<file path="src/hw/dispatch_pkg.sv">
package dispatch_pkg;

	localparam int WORD_W = 32;
	localparam int REG_IDX_W = 5;
	localparam int GR_COUNT = 32;
	localparam int CMD_W = 5;
	localparam int CC_W = 4;

	// One-hot unit select with the branch unit in the MSB
	localparam int EX_UNIT_W = 10;

	// System register indices
	localparam logic [REG_IDX_W-1:0] SYSREG_CPUIDR = 5'd0;
	localparam logic [REG_IDX_W-1:0] SYSREG_COREIDR = 5'd1;
	localparam logic [REG_IDX_W-1:0] SYSREG_TIDR = 5'd2;
	localparam logic [REG_IDX_W-1:0] SYSREG_PCR = 5'd4;
	localparam logic [REG_IDX_W-1:0] SYSREG_SPR = 5'd5;
	localparam logic [REG_IDX_W-1:0] SYSREG_PSR = 5'd6;
	localparam logic [REG_IDX_W-1:0] SYSREG_IDTR = 5'd7;
	localparam logic [REG_IDX_W-1:0] SYSREG_PPSR = 5'd12;
	localparam logic [REG_IDX_W-1:0] SYSREG_PPCR = 5'd13;
	localparam logic [REG_IDX_W-1:0] SYSREG_PTIDR = 5'd15;

	// CPUIDR halves
	localparam logic [15:0] PROCESSOR_ID = 16'h5a31;
	localparam logic [15:0] PROCESSOR_REVISION = 16'h0003;

	// Source 1 word as an immediate or as a register pointer
	typedef union packed {
		logic [WORD_W-1:0] imm;
		struct packed {
			logic [WORD_W-REG_IDX_W-1:0] pad;
			logic [REG_IDX_W-1:0] ptr;
		} reg_ref;
	} src1_word_u;

endpackage

</file>
<file path="src/hw/dispatch_wb_if.sv">
`timescale 1ns/1ps

interface wb_bus_if import dispatch_pkg::*; ();
	logic valid;
	logic commit;
	logic [WORD_W-1:0] data;
	logic [REG_IDX_W-1:0] destination;
	logic destination_sysreg;
	logic writeback;
	logic spr_writeback;
	logic [WORD_W-1:0] spr;
	logic [WORD_W-1:0] pc;
	logic branch;
	logic [WORD_W-1:0] branch_pc;

	modport src (output valid, commit, data, destination, destination_sysreg, writeback,
		spr_writeback, spr, pc, branch, branch_pc);
	modport gr (input commit, data, destination, destination_sysreg, writeback);
	modport sys (input commit, data, destination, destination_sysreg, writeback,
		spr_writeback, spr, pc, branch, branch_pc);
	// Forwarding looks at valid, not commit
	modport fwd (input valid, data, destination, destination_sysreg, writeback,
		spr_writeback, spr, pc);
endinterface

interface sysreg_rd_if import dispatch_pkg::*; ();
	logic active0;
	logic active1;
	logic [REG_IDX_W-1:0] idx0;
	logic [REG_IDX_W-1:0] idx1;
	logic [WORD_W-1:0] pc;
	logic hit0;
	logic hit1;
	logic [WORD_W-1:0] val0;
	logic [WORD_W-1:0] val1;

	modport req (output active0, active1, idx0, idx1, pc, input hit0, hit1, val0, val1);
	modport rsp (input active0, active1, idx0, idx1, pc, output hit0, hit1, val0, val1);
endinterface

</file>
<file path="src/hw/gr_file.sv">
`timescale 1ns/1ps

module gr_file import dispatch_pkg::*; (
	input logic iCLOCK,
	input logic inRESET,
	wb_bus_if.gr wb,
	input logic [REG_IDX_W-1:0] rd_idx0,
	input logic [REG_IDX_W-1:0] rd_idx1,
	output logic [WORD_W-1:0] rd_val0,
	output logic [WORD_W-1:0] rd_val1
);

	logic [WORD_W-1:0] regs [GR_COUNT];
	logic wr_en;

	assign wr_en = wb.commit && !wb.destination_sysreg && wb.writeback;

	always_ff @(posedge iCLOCK or negedge inRESET) begin
		if (!inRESET) begin
			for (int i = 0; i < GR_COUNT; i++) begin
				regs[i] <= '0;
			end
		end else if (wr_en) begin
			regs[wb.destination] <= wb.data;
		end
	end

	// Asynchronous reads with the bypass left to operand_select
	assign rd_val0 = regs[rd_idx0];
	assign rd_val1 = regs[rd_idx1];

endmodule

</file>
<file path="src/hw/sysreg_file.sv">
`timescale 1ns/1ps

module sysreg_file import dispatch_pkg::*; #(
	parameter int CORE_ID = 0
) (
	input logic iCLOCK,
	input logic inRESET,
	input logic refresh,
	input logic irq_set,
	input logic irq_clr,
	input logic ppcr_set,
	input logic [WORD_W-1:0] ppcr,
	wb_bus_if.sys wb,
	sysreg_rd_if.rsp rd,
	output logic pcr_valid,
	output logic [WORD_W-1:0] pcr,
	output logic [WORD_W-1:0] spr,
	output logic [WORD_W-1:0] psr,
	output logic [WORD_W-1:0] ppsr,
	output logic [WORD_W-1:0] ppcr_q,
	output logic [WORD_W-1:0] tidr,
	output logic [WORD_W-1:0] idtr
);

	localparam logic [WORD_W-1:0] CPUIDR_VAL = {PROCESSOR_ID, PROCESSOR_REVISION};
	localparam logic [WORD_W-1:0] COREIDR_VAL = WORD_W'(CORE_ID);
	// PSR bits 6, 5 and 2 are masked on interrupt entry
	localparam logic [WORD_W-1:0] PSR_IRQ_MASK = 32'h0000_0064;

	logic [WORD_W-1:0] ptidr;
	logic sys_wr;

	assign sys_wr = wb.commit && wb.destination_sysreg && wb.writeback;

	function automatic logic wr_to(input logic [REG_IDX_W-1:0] idx);
		return sys_wr && (wb.destination == idx);
	endfunction

	always_ff @(posedge iCLOCK or negedge inRESET) begin
		if (!inRESET) begin
			pcr <= '0;
			spr <= '0;
			psr <= '0;
			ppsr <= '0;
			tidr <= '0;
			ptidr <= '0;
			idtr <= '0;
			ppcr_q <= '0;
		end else begin
			if (wb.commit) begin
				pcr <= wb.branch ? wb.branch_pc : wb.pc;
			end
			if (wb.commit && wb.spr_writeback) begin
				spr <= wb.spr;
			end else if (wr_to(SYSREG_SPR)) begin
				spr <= wb.data;
			end
			// Interrupt entry and return win over write-back
			if (irq_set) begin
				psr <= psr & ~PSR_IRQ_MASK;
			end else if (irq_clr) begin
				psr <= ppsr;
			end else if (wr_to(SYSREG_PSR)) begin
				psr <= wb.data;
			end
			if (irq_set) begin
				ppsr <= psr;
			end else if (wr_to(SYSREG_PPSR)) begin
				ppsr <= wb.data;
			end
			if (wr_to(SYSREG_TIDR)) begin
				tidr <= wb.data;
			end
			if (irq_set) begin
				ptidr <= tidr;
			end else if (wr_to(SYSREG_PTIDR)) begin
				ptidr <= wb.data;
			end
			if (wr_to(SYSREG_IDTR)) begin
				idtr <= wb.data;
			end
			if (ppcr_set) begin
				ppcr_q <= ppcr;
			end else if (wr_to(SYSREG_PPCR)) begin
				ppcr_q <= wb.data;
			end
		end
	end

	always_ff @(posedge iCLOCK or negedge inRESET) begin
		if (!inRESET) begin
			pcr_valid <= 1'b0;
		end else if (refresh) begin
			pcr_valid <= 1'b0;
		end else if (wb.commit) begin
			pcr_valid <= 1'b1;
		end
	end

	function automatic logic [WORD_W:0] read_sel(input logic active,
		input logic [REG_IDX_W-1:0] idx);
		logic [WORD_W-1:0] val;
		logic hit;
		hit = active;
		case (idx)
			SYSREG_CPUIDR: val = CPUIDR_VAL;
			SYSREG_COREIDR: val = COREIDR_VAL;
			SYSREG_TIDR: val = tidr;
			// PC of the instruction being dispatched minus one word
			SYSREG_PCR: val = rd.pc - WORD_W'(4);
			SYSREG_SPR: val = spr;
			SYSREG_PSR: val = psr;
			SYSREG_IDTR: val = idtr;
			SYSREG_PPSR: val = ppsr;
			SYSREG_PPCR: val = ppcr_q;
			SYSREG_PTIDR: val = ptidr;
			default: begin
				hit = 1'b0;
				val = '0;
			end
		endcase
		return {hit, val};
	endfunction

	always_comb begin
		{rd.hit0, rd.val0} = read_sel(rd.active0, rd.idx0);
		{rd.hit1, rd.val1} = read_sel(rd.active1, rd.idx1);
	end

endmodule

</file>
<file path="src/hw/operand_select.sv">
`timescale 1ns/1ps

module operand_select import dispatch_pkg::*; (
	wb_bus_if.fwd wb,
	sysreg_rd_if.req sr,
	input logic src0_active,
	input logic src1_active,
	input logic src0_sysreg,
	input logic src1_sysreg,
	input logic src1_imm,
	input logic [REG_IDX_W-1:0] src0,
	input src1_word_u src1,
	input logic [WORD_W-1:0] pc,
	output logic [REG_IDX_W-1:0] gr_idx0,
	output logic [REG_IDX_W-1:0] gr_idx1,
	input logic [WORD_W-1:0] gr_val0,
	input logic [WORD_W-1:0] gr_val1,
	output logic [WORD_W-1:0] operand0,
	output logic [WORD_W-1:0] operand1
);

	logic fwd_hit0;
	logic fwd_hit1;
	logic [WORD_W-1:0] fwd_val0;
	logic [WORD_W-1:0] fwd_val1;
	logic [REG_IDX_W-1:0] src1_ptr;

	assign src1_ptr = src1.reg_ref.ptr;

	assign gr_idx0 = src0;
	assign gr_idx1 = src1_ptr;

	assign sr.active0 = src0_active;
	assign sr.active1 = src1_active;
	assign sr.idx0 = src0;
	assign sr.idx1 = src1_ptr;
	assign sr.pc = pc;

	// Bypass of the write-back seen in this cycle
	function automatic logic [WORD_W:0] forward(input logic [REG_IDX_W-1:0] idx,
		input logic sysreg);
		logic [WORD_W:0] res;
		res = '0;
		if (wb.valid && sysreg && wb.destination_sysreg) begin
			if (idx == SYSREG_PCR) begin
				res = {1'b1, wb.pc};
			end else if (idx == SYSREG_SPR && wb.spr_writeback) begin
				res = {1'b1, wb.spr};
			end else if (idx == wb.destination && wb.writeback) begin
				res = {1'b1, wb.data};
			end
		end else if (wb.valid && !sysreg) begin
			if (idx == wb.destination && !wb.destination_sysreg && wb.writeback) begin
				res = {1'b1, wb.data};
			end
		end
		return res;
	endfunction

	always_comb begin
		{fwd_hit0, fwd_val0} = forward(src0, src0_sysreg);
		{fwd_hit1, fwd_val1} = forward(src1_ptr, src1_sysreg);
	end

	always_comb begin
		if (fwd_hit0) begin
			operand0 = fwd_val0;
		end else if (src0_sysreg && sr.hit0) begin
			operand0 = sr.val0;
		end else begin
			operand0 = gr_val0;
		end
	end

	// Immediate first, then bypass, then register files
	always_comb begin
		if (src1_imm) begin
			operand1 = src1.imm;
		end else if (fwd_hit1) begin
			operand1 = fwd_val1;
		end else if (src1_sysreg && sr.hit1) begin
			operand1 = sr.val1;
		end else begin
			operand1 = gr_val1;
		end
	end

endmodule

</file>
<file path="src/hw/dispatch_latch.sv">
`timescale 1ns/1ps

module dispatch_latch import dispatch_pkg::*; (
	input logic iCLOCK,
	input logic inRESET,
	input logic refresh,
	input logic next_lock,
	input logic pcr_valid,
	input logic previous_valid,
	input logic [WORD_W-1:0] operand0,
	input logic [WORD_W-1:0] operand1,
	input logic [REG_IDX_W-1:0] src0_ptr,
	input logic [REG_IDX_W-1:0] src1_ptr,
	input logic src0_sysreg,
	input logic src1_sysreg,
	input logic src1_imm,
	input logic dest_sysreg,
	input logic [REG_IDX_W-1:0] dest,
	input logic writeback,
	input logic flags_writeback,
	input logic [CMD_W-1:0] cmd,
	input logic [CC_W-1:0] cc,
	input logic [EX_UNIT_W-1:0] ex_unit,
	input logic [WORD_W-1:0] pc,
	output logic next_valid,
	output logic [WORD_W-1:0] next_src0,
	output logic [WORD_W-1:0] next_src1,
	output logic [REG_IDX_W-1:0] next_src0_ptr,
	output logic [REG_IDX_W-1:0] next_src1_ptr,
	output logic next_src0_sysreg,
	output logic next_src1_sysreg,
	output logic next_src1_imm,
	output logic next_dest_sysreg,
	output logic [REG_IDX_W-1:0] next_dest,
	output logic next_writeback,
	output logic next_flags_writeback,
	output logic [CMD_W-1:0] next_cmd,
	output logic [CC_W-1:0] next_cc,
	output logic [EX_UNIT_W-1:0] next_ex_unit,
	output logic [WORD_W-1:0] next_pc,
	output logic exception_lock
);

	logic valid_q;

	always_ff @(posedge iCLOCK or negedge inRESET) begin
		if (!inRESET) begin
			valid_q <= 1'b0;
		end else if (refresh) begin
			valid_q <= 1'b0;
		end else if (!next_lock) begin
			valid_q <= previous_valid;
		end
	end

	always_ff @(posedge iCLOCK) begin
		if (refresh) begin
			{next_src0, next_src1, next_src0_ptr, next_src1_ptr} <= '0;
			{next_src0_sysreg, next_src1_sysreg, next_src1_imm} <= '0;
			{next_dest_sysreg, next_dest, next_writeback, next_flags_writeback} <= '0;
			{next_cmd, next_cc, next_ex_unit, next_pc} <= '0;
		end else if (!next_lock) begin
			next_src0 <= operand0;
			next_src1 <= operand1;
			next_src0_ptr <= src0_ptr;
			next_src1_ptr <= src1_ptr;
			next_src0_sysreg <= src0_sysreg;
			next_src1_sysreg <= src1_sysreg;
			next_src1_imm <= src1_imm;
			next_dest_sysreg <= dest_sysreg;
			next_dest <= dest;
			next_writeback <= writeback;
			next_flags_writeback <= flags_writeback;
			next_cmd <= cmd;
			next_cc <= cc;
			next_ex_unit <= ex_unit;
			next_pc <= pc;
		end
	end

	assign next_valid = valid_q && !next_lock;

	// Top bit of the unit select is the branch unit
	assign exception_lock = !pcr_valid || !valid_q || next_ex_unit[EX_UNIT_W-1];

endmodule

</file>
<file path="src/hw/dispatch_top.sv">
`timescale 1ns/1ps

module dispatch_top import dispatch_pkg::*; #(
	parameter int CORE_ID = 0
) (
	input logic iCLOCK,
	input logic inRESET,
	input logic pipeline_stop,
	input logic refresh,
	input logic irq_set,
	input logic irq_clr,
	input logic ppcr_set,
	input logic [WORD_W-1:0] ppcr,
	input logic previous_valid,
	input logic previous_src0_active,
	input logic previous_src1_active,
	input logic previous_src0_sysreg,
	input logic previous_src1_sysreg,
	input logic previous_src1_imm,
	input logic [REG_IDX_W-1:0] previous_src0,
	input logic [WORD_W-1:0] previous_src1,
	input logic previous_dest_sysreg,
	input logic [REG_IDX_W-1:0] previous_dest,
	input logic previous_writeback,
	input logic previous_flags_writeback,
	input logic [CMD_W-1:0] previous_cmd,
	input logic [CC_W-1:0] previous_cc,
	input logic [EX_UNIT_W-1:0] previous_ex_unit,
	input logic [WORD_W-1:0] previous_pc,
	input logic next_lock,
	input logic wb_valid,
	input logic [WORD_W-1:0] wb_data,
	input logic [REG_IDX_W-1:0] wb_dest,
	input logic wb_dest_sysreg,
	input logic wb_writeback,
	input logic wb_spr_writeback,
	input logic [WORD_W-1:0] wb_spr,
	input logic [WORD_W-1:0] wb_pc,
	input logic wb_branch,
	input logic [WORD_W-1:0] wb_branch_pc,
	output logic previous_lock,
	output logic exception_lock,
	output logic next_valid,
	output logic [WORD_W-1:0] next_src0,
	output logic [WORD_W-1:0] next_src1,
	output logic [REG_IDX_W-1:0] next_src0_ptr,
	output logic [REG_IDX_W-1:0] next_src1_ptr,
	output logic next_src0_sysreg,
	output logic next_src1_sysreg,
	output logic next_src1_imm,
	output logic next_dest_sysreg,
	output logic [REG_IDX_W-1:0] next_dest,
	output logic next_writeback,
	output logic next_flags_writeback,
	output logic [CMD_W-1:0] next_cmd,
	output logic [CC_W-1:0] next_cc,
	output logic [EX_UNIT_W-1:0] next_ex_unit,
	output logic [WORD_W-1:0] next_pc,
	output logic [WORD_W-1:0] sysreg_pcr,
	output logic [WORD_W-1:0] sysreg_spr,
	output logic [WORD_W-1:0] sysreg_psr,
	output logic [WORD_W-1:0] sysreg_ppsr,
	output logic [WORD_W-1:0] sysreg_ppcr,
	output logic [WORD_W-1:0] sysreg_tidr,
	output logic [WORD_W-1:0] sysreg_idtr
);

	wb_bus_if wb ();
	sysreg_rd_if srd ();

	src1_word_u src1_word;
	logic [REG_IDX_W-1:0] gr_idx0;
	logic [REG_IDX_W-1:0] gr_idx1;
	logic [WORD_W-1:0] gr_val0;
	logic [WORD_W-1:0] gr_val1;
	logic [WORD_W-1:0] operand0;
	logic [WORD_W-1:0] operand1;
	logic pcr_valid;

	assign wb.valid = wb_valid;
	// A stalled pipeline sees the write-back but does not retire it
	assign wb.commit = wb_valid && !pipeline_stop;
	assign wb.data = wb_data;
	assign wb.destination = wb_dest;
	assign wb.destination_sysreg = wb_dest_sysreg;
	assign wb.writeback = wb_writeback;
	assign wb.spr_writeback = wb_spr_writeback;
	assign wb.spr = wb_spr;
	assign wb.pc = wb_pc;
	assign wb.branch = wb_branch;
	assign wb.branch_pc = wb_branch_pc;

	assign src1_word = previous_src1;
	assign previous_lock = next_lock;

	gr_file u_gr_file (
		.iCLOCK(iCLOCK), .inRESET(inRESET), .wb(wb.gr),
		.rd_idx0(gr_idx0), .rd_idx1(gr_idx1), .rd_val0(gr_val0), .rd_val1(gr_val1)
	);

	sysreg_file #(.CORE_ID(CORE_ID)) u_sysreg_file (
		.iCLOCK(iCLOCK), .inRESET(inRESET), .refresh(refresh),
		.irq_set(irq_set), .irq_clr(irq_clr), .ppcr_set(ppcr_set), .ppcr(ppcr),
		.wb(wb.sys), .rd(srd.rsp), .pcr_valid(pcr_valid),
		.pcr(sysreg_pcr), .spr(sysreg_spr), .psr(sysreg_psr), .ppsr(sysreg_ppsr),
		.ppcr_q(sysreg_ppcr), .tidr(sysreg_tidr), .idtr(sysreg_idtr)
	);

	operand_select u_operand_select (
		.wb(wb.fwd), .sr(srd.req),
		.src0_active(previous_src0_active), .src1_active(previous_src1_active),
		.src0_sysreg(previous_src0_sysreg), .src1_sysreg(previous_src1_sysreg),
		.src1_imm(previous_src1_imm), .src0(previous_src0), .src1(src1_word),
		.pc(previous_pc), .gr_idx0(gr_idx0), .gr_idx1(gr_idx1),
		.gr_val0(gr_val0), .gr_val1(gr_val1), .operand0(operand0), .operand1(operand1)
	);

	dispatch_latch u_dispatch_latch (
		.iCLOCK(iCLOCK), .inRESET(inRESET), .refresh(refresh), .next_lock(next_lock),
		.pcr_valid(pcr_valid), .previous_valid(previous_valid),
		.operand0(operand0), .operand1(operand1),
		.src0_ptr(previous_src0), .src1_ptr(src1_word.reg_ref.ptr),
		.src0_sysreg(previous_src0_sysreg), .src1_sysreg(previous_src1_sysreg),
		.src1_imm(previous_src1_imm), .dest_sysreg(previous_dest_sysreg),
		.dest(previous_dest), .writeback(previous_writeback),
		.flags_writeback(previous_flags_writeback), .cmd(previous_cmd),
		.cc(previous_cc), .ex_unit(previous_ex_unit), .pc(previous_pc),
		.next_valid(next_valid), .next_src0(next_src0), .next_src1(next_src1),
		.next_src0_ptr(next_src0_ptr), .next_src1_ptr(next_src1_ptr),
		.next_src0_sysreg(next_src0_sysreg), .next_src1_sysreg(next_src1_sysreg),
		.next_src1_imm(next_src1_imm), .next_dest_sysreg(next_dest_sysreg),
		.next_dest(next_dest), .next_writeback(next_writeback),
		.next_flags_writeback(next_flags_writeback), .next_cmd(next_cmd),
		.next_cc(next_cc), .next_ex_unit(next_ex_unit), .next_pc(next_pc),
		.exception_lock(exception_lock)
	);

endmodule

</file>
<file path="config.mk">
export PLATFORM = sky130hd
export DESIGN_NAME = dispatch_top
export DESIGN_NICKNAME = d
export VERILOG_FILES = /design/src/hw/dispatch_pkg.sv /design/src/hw/dispatch_wb_if.sv /design/src/hw/gr_file.sv /design/src/hw/sysreg_file.sv /design/src/hw/operand_select.sv /design/src/hw/dispatch_latch.sv /design/src/hw/dispatch_top.sv
export SDC_FILE = /design/constraint.sdc
export NUM_CORES = 2
export LEC_CHECK = 0
export BUFFER_PORTS_ARGS = -buffer_cell sky130_fd_sc_hd__buf_2
export CORE_MARGIN = 10
export CORE_UTILIZATION = 30
export CTS_BUF_LIST = sky130_fd_sc_hd__clkbuf_8
export CTS_CLUSTER_DIAMETER = 40
export DETAILED_ROUTE_END_ITERATION = 6
export GPL_ROUTABILITY_DRIVEN = 0
export PLACE_DENSITY = 0.45
export SLEW_MARGIN = 20
export SYNTH_ARGS = -nofsm -noshare
export SYNTH_HDL_FRONTEND = slang
export SYNTH_SLANG_ARGS = --single-unit
</file>
<file path="constraint.sdc">
create_clock -name iCLOCK -period 3.15 [get_ports iCLOCK]
set_clock_uncertainty 0.05 [all_clocks]
set_input_delay 0 -clock iCLOCK [delete_from_list [all_inputs] [get_ports iCLOCK]]
set_output_delay 0 -clock iCLOCK [all_outputs]
set_load 0.01 [all_outputs]
</file>
After elaboration in Yosys (flattened, before gate mapping)
Index checks and enable logic that the tools add are counted.
{ "totals": {"register_bits": 1418, "input_bits": 280, "out_inout_bits": 363, "elab_cells": 193} }
{ "op_classes": {"add_sub_neg": 1, "n_lt_le_gt_ge": 4, "n_eq_ne": 28, "muxes": 46, "n_bitwise": 4, "n_reduce_logical": 52} }
{ "ops": {"columns": ["op", "count"], "rows": [
  ["1024-bit bitwise mux", 1],
  ["32-bit two-way mux", 21],
  ["32-bit one-hot mux with 9 select lines", 2],
  ["33-bit two-way mux", 12],
  ["32-bit binary-select mux with 5-bit select", 2],
  ["32-bit demux with 5-bit select", 1],
  ["5-bit by 3-bit == test with 1-bit output (second input constant)", 11],
  ["5-bit by 4-bit == test with 1-bit output (second input constant)", 9],
  ["32-bit by 3-bit subtractor with 32-bit output (second input constant)", 1],
  ["1-bit logical AND", 31],
  ["10-bit OR reduction", 2],
  ["6-bit >= comparator (second input constant)", 3],
  ["5-bit NOT with 6-bit output", 3],
  ["5-bit by 2-bit == test with 1-bit output (second input constant)", 3],
  ["2-bit nonzero test", 6],
  ["5-bit by 1-bit == test with 1-bit output (second input constant)", 2],
  ["5-bit == test", 2],
  ["5-bit logical NOT", 2],
  ["1-bit logical NOT", 7],
  ["7-bit two-way mux", 1],
  ["6-bit by 1-bit < comparator with 1-bit output (second input constant)", 1],
  ["1-bit two-way mux", 6],
  ["3-bit nonzero test", 1],
  ["1-bit logical OR", 2],
  ["3 further kinds", 3]
]} }

Longest topological paths before layout
{ "logic_depth": {"ltp_word": 8, "mapped_depth": 12, "depth_no_buf": 9} }

By module
Synthesis repeated with hierarchy kept, for this count alone.
{ "hier_totals": {"hier_cells": 7191, "hier_area_um2": 79693.9} }
{ "by_module_without_submodules": {"columns": ["mod", "instances", "cells_each", "area_per_inst_um2", "seq_area_each_um2"], "rows": [
  ["gr_file", 1, 4616, 55808.5, 25624.6],
  ["sysreg_file", 1, 1551, 15045.7, 6431.2],
  ["dispatch_latch", 1, 444, 4986.0, 2747.6],
  ["operand_select", 1, 578, 3832.4, 0.0],
  ["dispatch_top", 1, 2, 21.3, 0.0]
]} }

Worst setup path before layout
No wires, ideal clock.
{ "synth_timing": {"path_type": "input port to flip-flop", "start": "input previous_src0[1]", "end": "register u_dispatch_latch.next_src0[26]", "arrival_ns": 2.140, "setup_slack_ns": 0.832, "cell_stages": 8, "n_path_buf": 3, "cell_sequence": "buf_2 > buf_1 > clkbuf_1 > mux4_2 > mux4_2 > mux2_4 > a22oi_2 > o211ai_1"} }
{ "synth_between": {"elab_chain_cells": 7, "elab_cells_between_ends": 31, "cone_classes": "10 x eq/ne; 13 x mux; 1 x bitwise; 7 x reduce/logical"} }
{ "synth_rtl": {"columns": ["item", "line", "source"], "rows": [
  ["start, declared", "dispatch_top.sv:20", "input logic [REG_IDX_W-1:0] previous_src0,"],
  ["branches (longest 6 deep; another with 32-bit binary-select mux with 5-bit select)", null, null],
  ["32-bit two-way mux *", "operand_select.sv:66", "if (fwd_hit0) begin"],
  ["end signal, assigned", "dispatch_latch.sv:63", "next_src0 <= operand0;"],
  ["end, declared", "dispatch_latch.sv:26", "output logic [WORD_W-1:0] next_src0,"]
]} }
Mark *: on every way between the ends. The select of a mux whose other input is x is not followed.
A chain may end at the register's enable or synchronous reset.

Final worst setup path
{ "layout_timing": {"start": "input wb_dest[3]", "end": "register u_dispatch_latch.next_src1[3]"} }
{ "layout_between": {"elab_chain_cells": 8, "elab_cells_between_ends": 12, "cone_classes": "1 x eq/ne; 8 x mux; 3 x reduce/logical"} }
{ "layout_rtl": {"columns": ["item", "line", "source"], "rows": [
  ["start, declared", "dispatch_top.sv:33", "input logic [REG_IDX_W-1:0] wb_dest,"],
  ["5-bit == test *", "operand_select.sv:49, operand_select.sv:53", null],
  ["1-bit logical AND, on equally long branches", "operand_select.sv:49, operand_select.sv:53", null],
  ["33-bit two-way mux / 1-bit logical AND (equally long branches)", "operand_select.sv:49, operand_select.sv:53", null],
  ["33-bit two-way mux, on equally long branches", "operand_select.sv:47, operand_select.sv:53", null],
  ["33-bit two-way mux, on equally long branches", "operand_select.sv:45, operand_select.sv:52", null],
  ["33-bit two-way mux *", "operand_select.sv:44", "if (wb.valid && sysreg && wb.destination_sysreg) begin"],
  ["32-bit two-way mux *", "operand_select.sv:79", "end else if (fwd_hit1) begin"],
  ["32-bit two-way mux *", "operand_select.sv:77", "if (src1_imm) begin"],
  ["end signal, assigned", "dispatch_latch.sv:64", "next_src1 <= operand1;"],
  ["end, declared", "dispatch_latch.sv:27", "output logic [WORD_W-1:0] next_src1,"]
]} }
Every way passes the cells marked *; elsewhere a longest branch is shown, timed or not.

==> flow_metrics.py <==
metrics = {
    "die": {
        "die_h_um": 526,
        "rows": 185,
        "dieArea_um2": 277000,
        "ios": 643,
        "die_x_um": 526,
        "core_area_um2": 254000,
        "initial_core_util": 0.302,
    },
    "sta": {
        "worstMarginPinSlew_ns": 1.08,
        "grt_setup_unrepaired": "no",
        "tns_ns": 0,
        "fin_crit_ns": 3.12,
        "hold_violations": 0,
        "timing.fmax_mhz": 320,
        "post-route-period-util": 0.991,
        "slew_headroom": 0.282,
        "setup_viol": 0,
        "fin_ws_ns": 0.0271,
        "slew_violations": 0,
    },
    "logic_synthesis": {
        "synthCells": 5811,
        "synth_area_leaders": "dfrtp_1 (42%), mux4_2 (18%), mux2_2 (16%)",
        "ys.flop_type": "dfrtp_1",
        "yosysTopAreaCell": "dfrtp_1",
        "synth_fp_nets": 6092,
        "synthArstFlopShare": 0.904,
        "ys_ff_latch": 1418,
        "ys_warn_count": 0,
        "ys_seq_area_frac": 0.453,
        "synth-edff-count": 0,
        "netlist_area_um2": 76800,
        "synth_area_per_cell_um2": 13.2,
        "ys_types": 82,
        "synth_top_area_share": 0.418,
    },
    "drt": {
        "via_per_inst": 5.88,
        "antenna_left": 0,
        "drt_iter0_markers": 6812,
        "dr.pass1.iters": 7,
        "route.detailed.drc": 23,
        "wl_um": 391000,
        "via_count": 64302,
        "wl_per_cell_um": 35.7,
    },
    "global_routing": {
        "grtUsageTotal": 0.273,
        "overflow": 0,
        "grt_pass1_wl_um": 543000,
        "antenna_found_initial": 47,
        "grt_max_degree": 128,
        "grt_pass1_vias": 65481,
    },
    "clock_tree": {
        "cts_max_level": 5,
        "clock_path_buffers": 4,
        "cts_root_buf": "clkbuf_8",
        "cts_tree": "built",
        "clkTransAtPathRegs_ns": 0.06,
        "cts_sinks": 1418,
        "cts_buffers": 288,
        "insertion_delay_ns": 1.09,
    },
    "pwr": {
        "powerDensity_nw_per_um2": 477,
        "leakage_nw": 44.9,
        "ir_drop_v": 0.000423,
    },
    "cells_and_area": {
        "area_growth_pct": 30.6,
        "regArea_um2": 34800,
        "drive_above_1_share": 0.425,
        "final_cell_mix": "dfrtp_1 (1281), mux2_2 (1077), dlygate4sd3_1 (859)",
        "num-nets-final": 7638,
        "post-route-util": 0.394,
        "final_common_cell": "dfrtp_1",
        "multi_input_comb_area_um2": 39400,
        "nFillCells": 24194,
    },
    "critical_path": {
        "arrival_ns": 4.08,
        "crit_required_ns": 4.10,
        "r2r_slack_ns": 0.06,
        "cp-start-kind": "input port",
        "end_kind": "flip-flop",
        "critPathKind": "input port to flip-flop",
        "crit_fanout": 32,
    },
    "place": {
        "dp_hpwl_um": 262000,
        "port_buffers": 642,
        "place_ws_ns": -0.244,
    },
    "min_path": {
        "hold_class": "input port to flip-flop",
    },
    "outcome": {
        "violations": "DRC",
        "status": "finished, violations left",
    },
    "run": {
        "cap_violations": 0,
    },
}
power by group:
group	switching (mW)	internal [mW]	total, mW
combinational	4.14	3.48	7.62
sequential	1.33	19.3	20.6
clock	8.65	10.9	19.6
total	14.1	33.7	47.8
sequential cells by signal, indices dropped and copies added (netlist names), 4 cells and up:
name	flops
u_sysreg_file.idtr	32
u_sysreg_file.tidr	32
u_sysreg_file.ppcr_q	32
u_dispatch_latch.next_src0_ptr	5
u_dispatch_latch.next_ex_unit	10
u_dispatch_latch.next_cmd	5
u_dispatch_latch.next_pc	32
u_sysreg_file.psr	32
u_dispatch_latch.next_cc	4
u_dispatch_latch.next_src1	32
u_sysreg_file.ptidr	32
u_sysreg_file.spr	32
u_dispatch_latch.next_dest	5
u_sysreg_file.ppsr	32
u_dispatch_latch.next_src1_ptr	5
u_gr_file.regs	1024
u_dispatch_latch.next_src0	32
u_sysreg_file.pcr	32
logic make-up (layout without fill, tap and decap cells):
group	after synthesis	after routing	share of synthesized area
adders and majority gates	1	1	0.000163
muxes	1975	1975	0.375
and+or+nand+nor	821	821	0.0492
buffers and inverters	661	2397	0.0380
other	0	32	0
xor gates and xnor gates	38	38	0.00433
DFF	1418	1418	0.453
AOI/OAI and AO/OA	897	897	0.0804
metrics by stage:
step	instance area, um2	cells	hold slack [ns]	power (mW)
detailed placement	85700	9564	-0.0854	27.3
finish	100000	10945	0.0492	47.8
CTS	100000	10909	0.000518	48.0
floorplan	76800	5811	-0.346	23.7
global placement	85700	9564	-0.0822	27.1
global route	100000	10927	0.0339	49.4
critical path, cell delays in order:
cell,delay (ns)
dlygate4sd3_1,0.54
clkbuf_4,0.23
xnor2_1,0.16
nand4_1,0.11
buf_4,0.18
nor3_2,0.21
clkbuf_16,0.28
a221oi_1,0.13
nor2_1,0.20
dlygate4sd3_1,0.57
a211oi_1,0.05
dlygate4sd3_1,0.65
nor4_2,0.14
dlygate4sd3_1,0.58
area by class of cell:
class / count / area share
Antenna cell: 32 / 0.000798
Clock buffer: 348 / 0.0478
Clock inverter: 132 / 0.00899
Inverter: 25 / 0.000985
Multi-Input combinational cell: 3732 / 0.392
Sequential cell: 1418 / 0.347
Tap cell: 3366 / 0.0420
Timing Repair Buffer: 1892 / 0.160
cell usage after synthesis (18+ instances only):
cell type and count:
buf_1 58, buf_2 159, nor3_1 44, nand2_1 292, nand3_1 50, a22o_1 41
dfxtp_1 136, mux2_2 1077, xnor2_1 27, a21oi_1 85, o22ai_1 36, nor2b_1 18
and3_1 19, a221oi_1 72, buf_4 27, clkbuf_1 376, mux4_2 610, a31oi_1 27
a22oi_1 138, inv_1 25, nor4_1 39, o21ai_0 283, dfrtp_1 1282, a222oi_1 47
a211oi_1 62, mux2i_1 287, nor2_1 260
layer usage:
layer / part of all wire / track usage / vias up / routed length (um)
li1: - / - / 25537 / -
met1: 0.39 / 0.333 / 33767 / 151000
met2: 0.45 / 0.422 / 3761 / 174000
met3: 0.083 / 0.0670 / 1223 / 32400
met4: 0.086 / 0.194 / 14 / 33700
met5: 0.00024 / 0 / - / 92
final timing paths:
| kind | startpoint | endpoint | cells after the start |
|---|---|---|---|
| setup / recovery | wb_dest[3] | u_dispatch_latch.next_src1[3]$_SDFFE_PP0N_ | 14 |
| min in group asynchronous | inRESET | u_gr_file.regs[43]$_DFFE_PN0P_ | 4 |
| max in group asynchronous | inRESET | u_gr_file.regs[613]$_DFFE_PN0P_ | 6 |
| hold reg to reg | u_sysreg_file.pcr[31]$_DFFE_PN0P_ | u_sysreg_file.pcr[31]$_DFFE_PN0P_ | 2 |
| setup reg to reg | u_gr_file.regs[280]$_DFFE_PN0P_ | u_dispatch_latch.next_src1[24]$_SDFFE_PP0N_ | 7 |
| hold / removal | previous_src0[4] | u_dispatch_latch.next_src0[28]$_SDFFE_PP0N_ | 6 |
what timing repair did:
| item | CTS | global route |
|---|---|---|
| endpoints found under the hold margin | 2700 | 0 |
| endpoints found under the setup margin | 0 | 16 |
| hold buffers | 865 | 0 |
| gates resized for setup | 0 | 23 |
| buffers inserted | 0 | 4 |
(Power assumes the default switching activity.)
